**config.mk**
```make
export PLATFORM = sky130hd
export DESIGN_NAME = cnn_top
export DESIGN_NICKNAME = d
export VERILOG_FILES = /design/src/verilog/cnn_pkg.sv /design/src/verilog/pixel_stream_if.sv /design/src/verilog/channel_sum.sv /design/src/verilog/cnn_top.sv /design/src/verilog/conv2d_stage.sv /design/src/verilog/line_window.sv /design/src/verilog/maxpool2d.sv
export SDC_FILE = /design/constraint.sdc
export NUM_CORES = 2
export LEC_CHECK = 0
export BUFFER_PORTS_ARGS = -buffer_cell sky130_fd_sc_hd__buf_2
export CORE_MARGIN = 2
export CORE_UTILIZATION = 42
export DETAILED_ROUTE_END_ITERATION = 12
export PLACE_DENSITY = 0.58
export SLEW_MARGIN = 20
export SYNTH_ARGS = -nofsm -noshare
export SYNTH_HDL_FRONTEND = slang
export SYNTH_SLANG_ARGS = --single-unit
```
**constraint.sdc**
```tcl
create_clock -name clk -period 18.1 [get_ports clk]
set_clock_uncertainty 0.15 [all_clocks]
set_input_delay 2.715 -clock clk [delete_from_list [all_inputs] [get_ports clk]]
set_output_delay 2.715 -clock clk [all_outputs]
set_load 0.05 [all_outputs]
```
**src/verilog/cnn_pkg.sv**
```systemverilog
// image geometry, fixed-point formats, stream types, saturation helper, conv weights and biases
`default_nettype none

package cnn_pkg;

    // image and layer geometry
    localparam int IMG_W  = 8;
    localparam int KERNEL = 3;
    localparam int CONV_W = IMG_W - 2;
    localparam int POOL_W = CONV_W / 2;
    localparam int OUT_CH = 2;

    // Q8 data, Q8 weights
    localparam int VALUE_BITS  = 16;
    localparam int VALUE_FRAC  = 8;
    localparam int WEIGHT_FRAC = 8;
    localparam int ACC_BITS    = 40;

    typedef logic signed [VALUE_BITS-1:0] value_t;
    typedef logic signed [ACC_BITS-1:0]   acc_t;
    typedef value_t chan_vec_t [OUT_CH];
    typedef value_t window_t [KERNEL][KERNEL];

    // row 0 of each kernel is the oldest image row
    localparam value_t CONV_WEIGHT [OUT_CH][KERNEL][KERNEL] = '{
        '{'{-16'sd48, -16'sd96, -16'sd40},
          '{ 16'sd8,   16'sd160, 16'sd12},
          '{ 16'sd40,  16'sd88,  16'sd56}},
        '{'{ 16'sd16,  16'sd32,  16'sd16},
          '{ 16'sd32, -16'sd64,  16'sd32},
          '{-16'sd24,  16'sd32,  16'sd16}}
    };

    // 0.75 and -0.5
    localparam value_t CONV_BIAS [OUT_CH] = '{
        value_t'(3 <<< (VALUE_FRAC - 2)),
        value_t'(-(1 <<< (VALUE_FRAC - 1)))
    };

    // clamp a wide sum into the value range
    function automatic value_t clamp_value(input acc_t a);
        value_t result;
        if (a[ACC_BITS-1] && !(&a[ACC_BITS-2:VALUE_BITS-1])) begin
            result = {1'b1, {(VALUE_BITS-1){1'b0}}};
        end else if (!a[ACC_BITS-1] && (|a[ACC_BITS-2:VALUE_BITS-1])) begin
            result = {1'b0, {(VALUE_BITS-1){1'b1}}};
        end else begin
            result = a[VALUE_BITS-1:0];
        end
        return result;
    endfunction

endpackage

`default_nettype wire

```
**src/verilog/pixel_stream_if.sv**
```systemverilog
// valid/ready/last stream interface carrying one value per channel, with source and sink modports
`default_nettype none

interface pixel_stream_if import cnn_pkg::*; ();

    chan_vec_t data;
    logic      valid;
    logic      ready;
    logic      last;

    // data, valid and last hold until the transfer
    modport source (
        output data,
        output valid,
        output last,
        input  ready
    );

    modport sink (
        input  data,
        input  valid,
        input  last,
        output ready
    );

endinterface

`default_nettype wire
```
**src/verilog/channel_sum.sv**
```systemverilog
// per-channel saturating sum over the pooled image, one result per image
`default_nettype none

module channel_sum import cnn_pkg::*; (
    input  logic           clk,
    input  logic           i_rst_n,
    pixel_stream_if.sink   in,
    pixel_stream_if.source out
);

    acc_t      sums     [OUT_CH];
    acc_t      next_sum [OUT_CH];
    chan_vec_t total;
    logic      take;

    assign in.ready = !out.valid || out.ready;
    assign take     = in.valid && in.ready;

    always_comb begin
        for (int ch = 0; ch < OUT_CH; ch++) begin
            next_sum[ch] = sums[ch] + acc_t'(in.data[ch]);
            total[ch]    = clamp_value(next_sum[ch]);
        end
    end

    always_ff @(posedge clk) begin
        if (take && in.last) begin
            out.data <= total;
        end
    end

    always_ff @(posedge clk or negedge i_rst_n) begin
        if (!i_rst_n) begin
            for (int ch = 0; ch < OUT_CH; ch++) begin
                sums[ch] <= '0;
            end
            out.valid <= 1'b0;
            out.last  <= 1'b0;
        end else begin
            if (take) begin
                // next image starts from zero
                for (int ch = 0; ch < OUT_CH; ch++) begin
                    sums[ch] <= in.last ? '0 : next_sum[ch];
                end
            end
            if (take && in.last) begin
                out.valid <= 1'b1;
                out.last  <= 1'b1;
            end else if (out.ready) begin
                out.valid <= 1'b0;
                out.last  <= 1'b0;
            end
        end
    end

endmodule

`default_nettype wire

```
**src/verilog/cnn_top.sv**
```systemverilog
// top level of the feature extractor: line window, convolution, max pooling and channel sum
`default_nettype none

module cnn_top import cnn_pkg::*; (
    input  logic      clk,
    input  logic      i_rst_n,
    input  value_t    i_data,
    input  logic      i_valid,
    input  logic      i_last,
    output logic      o_ready,
    output chan_vec_t o_data,
    output logic      o_valid,
    output logic      o_last,
    input  logic      i_out_ready
);

    window_t win;
    logic    win_valid;
    logic    win_last;
    logic    win_ready;

    pixel_stream_if conv_to_pool ();
    pixel_stream_if pool_to_sum ();
    pixel_stream_if sum_to_out ();

    line_window line_window_inst (
        .clk         (clk),
        .i_rst_n     (i_rst_n),
        .i_data      (i_data),
        .i_valid     (i_valid),
        .i_last      (i_last),
        .o_ready     (o_ready),
        .o_window    (win),
        .o_win_valid (win_valid),
        .o_win_last  (win_last),
        .i_win_ready (win_ready)
    );

    conv2d_stage conv2d_stage_inst (
        .clk         (clk),
        .i_rst_n     (i_rst_n),
        .i_window    (win),
        .i_win_valid (win_valid),
        .i_win_last  (win_last),
        .o_win_ready (win_ready),
        .out         (conv_to_pool)
    );

    maxpool2d maxpool2d_inst (.clk(clk), .i_rst_n(i_rst_n), .in(conv_to_pool), .out(pool_to_sum));

    channel_sum channel_sum_inst (.clk(clk), .i_rst_n(i_rst_n), .in(pool_to_sum), .out(sum_to_out));

    // result stream to plain ports
    assign o_data           = sum_to_out.data;
    assign o_valid          = sum_to_out.valid;
    assign o_last           = sum_to_out.last;
    assign sum_to_out.ready = i_out_ready;

endmodule

`default_nettype wire

```
**src/verilog/conv2d_stage.sv**
```systemverilog
// 3x3 convolution per output channel with bias, Q8 rescale, saturation, ReLU and an output register
`default_nettype none

module conv2d_stage import cnn_pkg::*; (
    input  logic           clk,
    input  logic           i_rst_n,
    input  window_t        i_window,
    input  logic           i_win_valid,
    input  logic           i_win_last,
    output logic           o_win_ready,
    pixel_stream_if.source out
);

    acc_t      acc    [OUT_CH];
    acc_t      scaled [OUT_CH];
    chan_vec_t result;
    logic      take;

    // single output stage, refills as it drains
    assign o_win_ready = !out.valid || out.ready;
    assign take        = i_win_valid && o_win_ready;

    always_comb begin
        for (int ch = 0; ch < OUT_CH; ch++) begin
            acc[ch] = '0;
            for (int r = 0; r < KERNEL; r++) begin
                for (int c = 0; c < KERNEL; c++) begin
                    acc[ch] += acc_t'(i_window[r][c]) * acc_t'(CONV_WEIGHT[ch][r][c]);
                end
            end
            // back from Q16 products to Q8
            scaled[ch] = (acc[ch] >>> WEIGHT_FRAC) + acc_t'(CONV_BIAS[ch]);
            result[ch] = clamp_value(scaled[ch]);
            // relu
            if (result[ch] < 0) begin
                result[ch] = '0;
            end
        end
    end

    always_ff @(posedge clk) begin
        if (take) begin
            out.data <= result;
        end
    end

    always_ff @(posedge clk or negedge i_rst_n) begin
        if (!i_rst_n) begin
            out.valid <= 1'b0;
            out.last  <= 1'b0;
        end else if (take) begin
            out.valid <= 1'b1;
            out.last  <= i_win_last;
        end else if (out.ready) begin
            out.valid <= 1'b0;
            out.last  <= 1'b0;
        end
    end

endmodule

`default_nettype wire

```
**src/verilog/line_window.sv**
```systemverilog
// two-row line buffer, 3x3 window register and row/column counters of the input image
`default_nettype none

module line_window import cnn_pkg::*; (
    input  logic    clk,
    input  logic    i_rst_n,
    input  value_t  i_data,
    input  logic    i_valid,
    input  logic    i_last,
    output logic    o_ready,
    output window_t o_window,
    output logic    o_win_valid,
    output logic    o_win_last,
    input  logic    i_win_ready
);

    // last two rows, line_sr[0] is the newest pixel
    value_t line_sr [2*IMG_W];

    logic [$clog2(IMG_W)-1:0] col;
    logic [$clog2(IMG_W)-1:0] row;
    logic                     take;
    logic                     complete;

    assign o_ready  = !o_win_valid || i_win_ready;
    assign take     = i_valid && o_ready;
    assign complete = (row >= KERNEL - 1) && (col >= KERNEL - 1);

    // pixel history and window shift
    always_ff @(posedge clk) begin
        if (take) begin
            line_sr[0] <= i_data;
            for (int k = 1; k < 2*IMG_W; k++) begin
                line_sr[k] <= line_sr[k-1];
            end
            for (int r = 0; r < KERNEL; r++) begin
                for (int c = 0; c < KERNEL - 1; c++) begin
                    o_window[r][c] <= o_window[r][c+1];
                end
            end
            // new right column, top to bottom
            o_window[0][KERNEL-1] <= line_sr[2*IMG_W-1];
            o_window[1][KERNEL-1] <= line_sr[IMG_W-1];
            o_window[2][KERNEL-1] <= i_data;
        end
    end

    // position counters, cleared by last
    always_ff @(posedge clk or negedge i_rst_n) begin
        if (!i_rst_n) begin
            col <= '0;
            row <= '0;
        end else if (take) begin
            if (i_last) begin
                col <= '0;
                row <= '0;
            end else if (col == IMG_W - 1) begin
                col <= '0;
                row <= row + 1'b1;
            end else begin
                col <= col + 1'b1;
            end
        end
    end

    always_ff @(posedge clk or negedge i_rst_n) begin
        if (!i_rst_n) begin
            o_win_valid <= 1'b0;
            o_win_last  <= 1'b0;
        end else if (take) begin
            o_win_valid <= complete;
            o_win_last  <= i_last;
        end else if (i_win_ready) begin
            o_win_valid <= 1'b0;
            o_win_last  <= 1'b0;
        end
    end

endmodule

`default_nettype wire

```
**src/verilog/maxpool2d.sv**
```systemverilog
// 2x2 max pooling of the convolution stream with a half-row buffer of pair maxima
`default_nettype none

module maxpool2d import cnn_pkg::*; (
    input  logic           clk,
    input  logic           i_rst_n,
    pixel_stream_if.sink   in,
    pixel_stream_if.source out
);

    logic [$clog2(CONV_W)-1:0] col;
    logic [$clog2(CONV_W)-1:0] row;
    logic                      take;
    logic                      emit;

    chan_vec_t hold;
    chan_vec_t pair_buf [POOL_W];
    chan_vec_t pair_max;
    chan_vec_t pool_max;

    assign in.ready = !out.valid || out.ready;
    assign take     = in.valid && in.ready;
    // bottom right corner of a 2x2 block
    assign emit     = col[0] && row[0];

    always_comb begin
        for (int ch = 0; ch < OUT_CH; ch++) begin
            pair_max[ch] = (hold[ch] > in.data[ch]) ? hold[ch] : in.data[ch];
            pool_max[ch] = (pair_buf[col[$bits(col)-1:1]][ch] > pair_max[ch]) ?
                           pair_buf[col[$bits(col)-1:1]][ch] : pair_max[ch];
        end
    end

    always_ff @(posedge clk) begin
        if (take) begin
            if (!col[0]) begin
                hold <= in.data;
            end else if (!row[0]) begin
                pair_buf[col[$bits(col)-1:1]] <= pair_max;
            end else begin
                out.data <= pool_max;
            end
        end
    end

    always_ff @(posedge clk or negedge i_rst_n) begin
        if (!i_rst_n) begin
            col <= '0;
            row <= '0;
        end else if (take) begin
            if (in.last) begin
                col <= '0;
                row <= '0;
            end else if (col == CONV_W - 1) begin
                col <= '0;
                row <= row + 1'b1;
            end else begin
                col <= col + 1'b1;
            end
        end
    end

    always_ff @(posedge clk or negedge i_rst_n) begin
        if (!i_rst_n) begin
            out.valid <= 1'b0;
            out.last  <= 1'b0;
        end else if (take) begin
            out.valid <= emit;
            out.last  <= in.last;
        end else if (out.ready) begin
            out.valid <= 1'b0;
            out.last  <= 1'b0;
        end
    end

endmodule

`default_nettype wire

```
== Yosys cells after proc, flatten, opt, wreduce, memory -nomap -nowiden ==
Memories as Yosys holds them, arrays and structs flattened. A register that Yosys moved wholly into a read port is not among the register bits.
Cells that the tools add are included.
Word-level totals
  bits in registers: 355
  latch bits: 0
  RAM bits: 352
  memory bits (read-only): 0
  input port bits: 21
  output and inout port bits: 35
  logic and storage cells: 162
  memories: 2
Memories
  line_window_inst.line_sr: words 16, bits a word 16, read ports 16, clocked after memory_dff 1, wr ports 16, RTL line line_window.sv:18  | value_t line_sr [2*IMG_W];
  maxpool2d_inst.pair_buf: words 3, bits a word 32, read ports 1, clocked after memory_dff 0, wr ports 1, RTL line maxpool2d.sv:17  | chan_vec_t pair_buf [POOL_W];
Cells by class
  add/sub/neg operators: 25
  multiply operators: 9
  div/mod/pow operators: 0
  $lt $le $gt $ge: 8
  equality and inequality tests: 2
  shifts and indexed selects: 0
  multiplexer cells: 37
  bitwise operators: 1
  reduce and logical (&&, ||, !) cells: 49
Operators with widths (number)
  adder 40 bit: 8
  two-way mux 16 bit: 10
  adder 40 x 21 -> 40 bit: 3
  AND reduction 24 bit: 4
  OR reduction 24 bit: 4
  adder 40 x 16 -> 40 bit: 2
  multiplier 16 x 4 -> 20 bit, second input constant: 4
  two-way mux 40 bit: 2
  multiplier 16 x 3 -> 19 bit, second input constant: 4
  > comparator 16 bit: 4
  adder 40 x 19 -> 40 bit: 1
  adder 40 x 20 -> 40 bit: 1
  adder 40 x 23 -> 40 bit: 1
  negation 16 -> 34 bit: 1
  adder 32 x 8 -> 33 bit, second input constant: 1
  adder 32 x 9 -> 33 bit, second input constant: 1
  less-than comparator 16 x 1 -> 1 bit, second input constant: 2
  two-way mux 3 bit: 8
  adder 22 x 20 -> 23 bit: 1
  adder 20 x 21 -> 22 bit: 1
  multiplier 16 x 5 -> 21 bit, second input constant: 1
  two-way mux 1 bit: 17
  logical AND 1 bit: 15
  adder 3 x 1 -> 3 bit, second input constant: 4
  other kinds (8): 31

== Logic depth before layout (Yosys ltp) ==
  depth after elaboration: 15
  mapped depth: 39
  depth with buffers taken out: 38

== By module ==
Synthesis repeated with hierarchy kept, for this count alone.
Second synthesis, totals
  cell total of the unflattened synthesis: 4832
  area, all modules: 51465.6 µm²
Modules (own cells, without submodules)
  conv2d_stage: instances 1, cells an instance 2803, area an instance 24066.8 µm², sequential area each 1011.0 µm²
  line_window: instances 1, cells an instance 348, area an instance 9593.0 µm², sequential area each 9328.9 µm²
  channel_sum: instances 1, cells an instance 1028, area an instance 9061.2 µm², sequential area each 2987.9 µm²
  maxpool2d: instances 1, cells an instance 653, area an instance 8744.6 µm², sequential area each 4954.8 µm²

== Least setup slack after synthesis ==
OpenSTA, ideal clock, no wires.
  path kind: input to register
  start: input i_out_ready
  end: register line_window_inst.o_win_last
  library setup time: 424 ps
  data arrival time: 9921 ps
  required time: 17526 ps
  setup slack: 7605 ps
  stages on the path: 6
  buffers on the path: 1
  cell sequence: nor2b_1 -> clkbuf_1 -> nand4_1 -> nand2_1 -> inv_1 -> o21ai_0
Between the ends
  word-level cells in the longest chain between the ends: 6
  elaborated cells on any way between the ends: 7
  those cells by class: mux (1); reduce/logical (6)
RTL lines
  start: declaration: RTL line cnn_top.sv:14  | input logic i_out_ready
  logical OR 1 bit *: RTL line channel_sum.sv:16  | assign in.ready = !out.valid || out.ready;
  logical OR 1 bit *: RTL line maxpool2d.sv:21  | assign in.ready = !out.valid || out.ready;
  logical OR 1 bit *: RTL line conv2d_stage.sv:20  | assign o_win_ready = !out.valid || out.ready;
  logical OR 1 bit *: RTL line line_window.sv:25  | assign o_ready = !o_win_valid || i_win_ready;
  net o_ready: RTL line cnn_top.sv:10  | output logic o_ready,
  logical AND 1 bit *: RTL line line_window.sv:26  | assign take = i_valid && o_ready;
  net line_window_inst.take: RTL line line_window.sv:22  | logic take;
  two-way mux 1 bit / nonzero test 2 bit (equally long branches)
  end signal: assignment: RTL line line_window.sv:72  | o_win_last <= i_last;
  end: declaration: RTL line line_window.sv:13  | output logic o_win_last,
Mark *: on every way through the listed nets, which the timed path passes. The rest lies on a longest branch.
A chain may end at the register's enable or synchronous reset.

== Worst setup path after layout ==
  start: register line_window_inst.o_window[97] (netlist name)
  end: register conv2d_stage_inst.out.data[9], data pin
Between the ends
  word-level cells in the longest chain between the ends: 13
  elaborated cells on any way between the ends: 17
  those cells by class: add/sub (8); order compare (1); mux (2); reduce/logical (6)
RTL lines
  adder 22 x 20 -> 23 bit *: RTL line conv2d_stage.sv:28  | acc[ch] += acc_t'(i_window[r][c]) * acc_t'(CONV_WEIGHT[ch][r][c]);
  adder 40 x 21 -> 40 bit *: RTL line conv2d_stage.sv:28
  adder 40 bit *: RTL line conv2d_stage.sv:28
  adder 40 x 21 -> 40 bit *: RTL line conv2d_stage.sv:28
  adder 40 bit *: RTL line conv2d_stage.sv:28
  adder 40 x 21 -> 40 bit *: RTL line conv2d_stage.sv:28
  adder 40 x 20 -> 40 bit *: RTL line conv2d_stage.sv:28
  adder 32 x 8 -> 33 bit *: RTL line conv2d_stage.sv:32  | scaled[ch] = (acc[ch] >>> WEIGHT_FRAC) + acc_t'(CONV_BIAS[ch]);
  OR reduction 24 bit, or another cell as far along: RTL line cnn_pkg.sv:45  | end else if (!a[ACC_BITS-1] && (|a[ACC_BITS-2:VALUE_BITS-1])) begin
  logical AND 1 bit / zero test 1 bit (equally long branches): RTL line cnn_pkg.sv:45, cnn_pkg.sv:43
  two-way mux 16 bit / logical AND 1 bit (equally long branches): RTL line cnn_pkg.sv:45, cnn_pkg.sv:43
  two-way mux 16 bit *: RTL line cnn_pkg.sv:43  | if (a[ACC_BITS-1] && !(&a[ACC_BITS-2:VALUE_BITS-1])) begin
  less-than comparator 16 x 1 -> 1 bit: RTL line conv2d_stage.sv:35  | if (result[ch] < 0) begin
  end signal: assignment: RTL line conv2d_stage.sv:43  | out.data <= result;
  end: declaration: RTL line pixel_stream_if.sv:13  | output data,
Mark *: on every way between the ends. The rest lies on a longest branch, timed or not.

==> summary.txt <==
Outcome: finished clean
Vias per std cell: 5.31
Met2 WL: 51300 um
GPL Wtd Cong: 0.869
Clock Tree Buf Depth: 3
Unrepaired setup endpoints after global routing: no
Synth unique cells: 87
Layout fillers: 10700
Initial core utilization: 42.5%
Setup TNS Final: 0 ps
Num rows: 125
Fin crit share: 61.0%
Ys async rst share: 15.5%
Per-cell routed wire length: 18.1 um
Slew margin rel.: 27.8%
All-layer global routing usage: 18.9%
Max H-tree Level: 3
Synth Register Bits: 625
ANT cells: 0
Synth Flop Type: edfxtp_1
Remaining DRCs: 0
Crit path kind: reg -> reg
Register area share after synthesis: 37.0%
EDFF count, synth: 528
Area contributors post-synth: edfxtp_1, ha_1, fa_1, inv_1, dfrtp_1
Worst slew pin tran: 1080 ps
Area Overhead vs Synth: 9.56%
Die Height: 347 um
Final ANT Viol Nets: 0
WP data arrival: 11270 ps
PnR worst setup slack: 7050 ps
Resize count post-CTS: 0
Footprint of the multi-input gates: 0.0284 mm^2
FMAX: 90.5 MHz
CP max FO: 15
Critical Path Sink Type: flip-flop
Startpoint Class: flip-flop
Mapped Avg Cell Area: 10.9 um^2
Worst-path clk slew: 60 ps
Top Ports: 56
Worst path max stage delay: 740 ps
Share of layout cells above drive strength 1: 5.64%
DRT met1 WL: 54000 um
Drt pass-1 iters: 5
Die W: 347 um
Post-detail-place hpwl: 88000 um
CTS root buf: clkbuf_16
Initial antenna violation count: 0
Core area: 0.116 mm^2
Worst skew pair latency: 670 ps
Setup bufs post-CTS: 0
Total congestion overflow: 0
Synth Warn #: 0
Vias in the first global route: 33500
Vias post-DR: 32800
Largest net degree at the start of global routing: 180
Top-area cell type share of the netlist area: 32.1%
Final layout net count: 5539
Hold Vio Cnt, Final: 0
Top cell type by total area after synthesis: edfxtp_1
Number of I/O port buffers: 55
CTS tree: yes
Cts bufs inserted: 75
Hold-fix buffers, CTS: 0
TritonCTS Sinks: 625
# Max-Cap Violations: 0
Top Layer Used: met4
Mapped Cells: 4516
CP max-delay cell: a2111oi_4
Tightest Hold Check Type: reg -> reg
Pre-CTS setup slack: 6980 ps
Routed WL: 112000 um
Min Tclk post-route: 11050 ps
Final setup vio count: 0
Die area: 0.120 mm^2
Cell mode on critical path: fa_1
Sequential Area: 0.0183 mm^2
First-pass GRT wire length: 180000 um
Post-Syn Area: 0.0494 mm^2
Worst Path Required: 18320 ps
DR iter-0 viols: 2010
Routed length on met3: 4010 um
Max-slew violation count: 0
per-stage QoR:
stage	utilization (%)	cells	hold WS, ps	area [um^2]
6_report	46.5	6171	255	54100
5_1_grt	46.5	6171	270	54100
4_1_cts	46.5	6170	255	54100
3_5_place_dp	44.3	6034	255	51500
3_3_place_gp	44.3	6034	250	51500
2_1_floorplan	-	4517	250	49400
logic make-up after synthesis:
logic type                 count (synthesis)  share of synthesized area [%]
AOI/OAI and AO/OA                        968                           12.8
xor gates and xnor gates                 299                           5.30
adders and majority gates                930                           28.8
buffers and inverters                    738                           5.63
DFF                                      625                           37.0
muxes                                     76                           1.56
other                                      1                        0.00759
and+or+nand+nor                          879                           8.87
worst max-delay path, delay by kind of cell (launching register included):
| family | cells | cell delay, ps |
|---|---|---|
| AND/OR/NAND/NOR | 5 | 1580 |
| buffers and inverters | 1 | 50 |
| flip-flops | 1 | 490 |
| AO/OA/AOI/OAI | 17 | 4760 |
| XOR/XNOR | 1 | 120 |
| adder cells (fa/ha/maj) | 8 | 3580 |
flip-flops by register name, indices dropped and copies added, names as in the netlist, 3 cells and up:
register                    cells
line_window_inst.line_sr      256
maxpool2d_inst.hold            32
maxpool2d_inst.col              3
line_window_inst.row            3
maxpool2d_inst.out.data        32
line_window_inst.o_window      48
maxpool2d_inst.pair_buf        96
channel_sum_inst.out.data      32
line_window_inst.col            3
conv2d_stage_inst.out.data     32
channel_sum_inst.sums          80
cell usage after synthesis, types with 9 or more instances:
cell type  number
ha_1          582
a211o_1        12
edfxtp_1      528
a21o_1         90
o211ai_1       21
nor3b_1        13
a31oi_1        25
nor3_1         78
o41ai_1        10
a31o_2         10
mux2i_1        69
nand3_1        61
o21bai_1       32
nor2b_1        42
nor4_1         18
or3_1          32
nand2_1       241
inv_1         654
xnor2_1       201
o31ai_1        22
and2_1         19
or2_2          17
xor2_1         98
o2111ai_1       9
a22o_1         55
nand2b_1       45
nor2_1        199
a211oi_1       39
o21ai_0       236
nand4_1        39
a21boi_0       26
clkbuf_1       77
fa_1          348
a21oi_1       240
and3_1         23
o21a_1         63
nand3b_1       11
o311ai_0       11
dfrtp_1        97
final cells by class:
class                      instances  share of cell area, %
multi-input combinational       3154                   52.5
inverter                         654                   4.55
clock inverter                    46                   1.09
tap                             1524                   3.52
sequential                       625                   33.8
clock buffer                      90                   3.69
timing repair buffer              78                  0.892
metal layers:
metal / up-vias / global-route usage (%)
met1: 16100 / 26.5
met3: 127 / 2.42
met4: 0 / 5.01
met2: 487 / 30.8
li1: 16100 / -
met5: - / 0
worst paths after layout:
path / start / end / cells after the start / slack, ps
max in group asynchronous: i_rst_n / maxpool2d_inst.col[1]$_DFFE_PN0P_ / 2 / 14590
hold / removal: line_window_inst.line_sr[4][9]$_DFFE_PP_ / line_window_inst.line_sr[5][9]$_DFFE_PP_ / 0 / 250
min in group asynchronous: i_rst_n / channel_sum_inst.sums[74]$_DFFE_PN0P_ / 1 / 1840
setup reg to reg: line_window_inst.o_window[97]$_DFFE_PP_ / conv2d_stage_inst.out.data[9]$_SDFFCE_PP0P_ / 32 / 7050
hold reg to reg: line_window_inst.line_sr[4][9]$_DFFE_PP_ / line_window_inst.line_sr[5][9]$_DFFE_PP_ / 0 / 250
setup / recovery: line_window_inst.o_window[97]$_DFFE_PP_ / conv2d_stage_inst.out.data[9]$_SDFFCE_PP0P_ / 32 / 7050
placed cells by master (no fill, tap or decap), types with 98 or more instances in the layout:
cell,instances
a21oi_1,240
edfxtp_1,528
fa_1,348
ha_1,582
inv_1,653
nand2_1,241
nor2_1,196
o21ai_0,236
xnor2_1,201
xor2_1,98
Power is not shown: default switching activity piles up to over one toggle a cycle in this logic, so the estimate is an artifact.
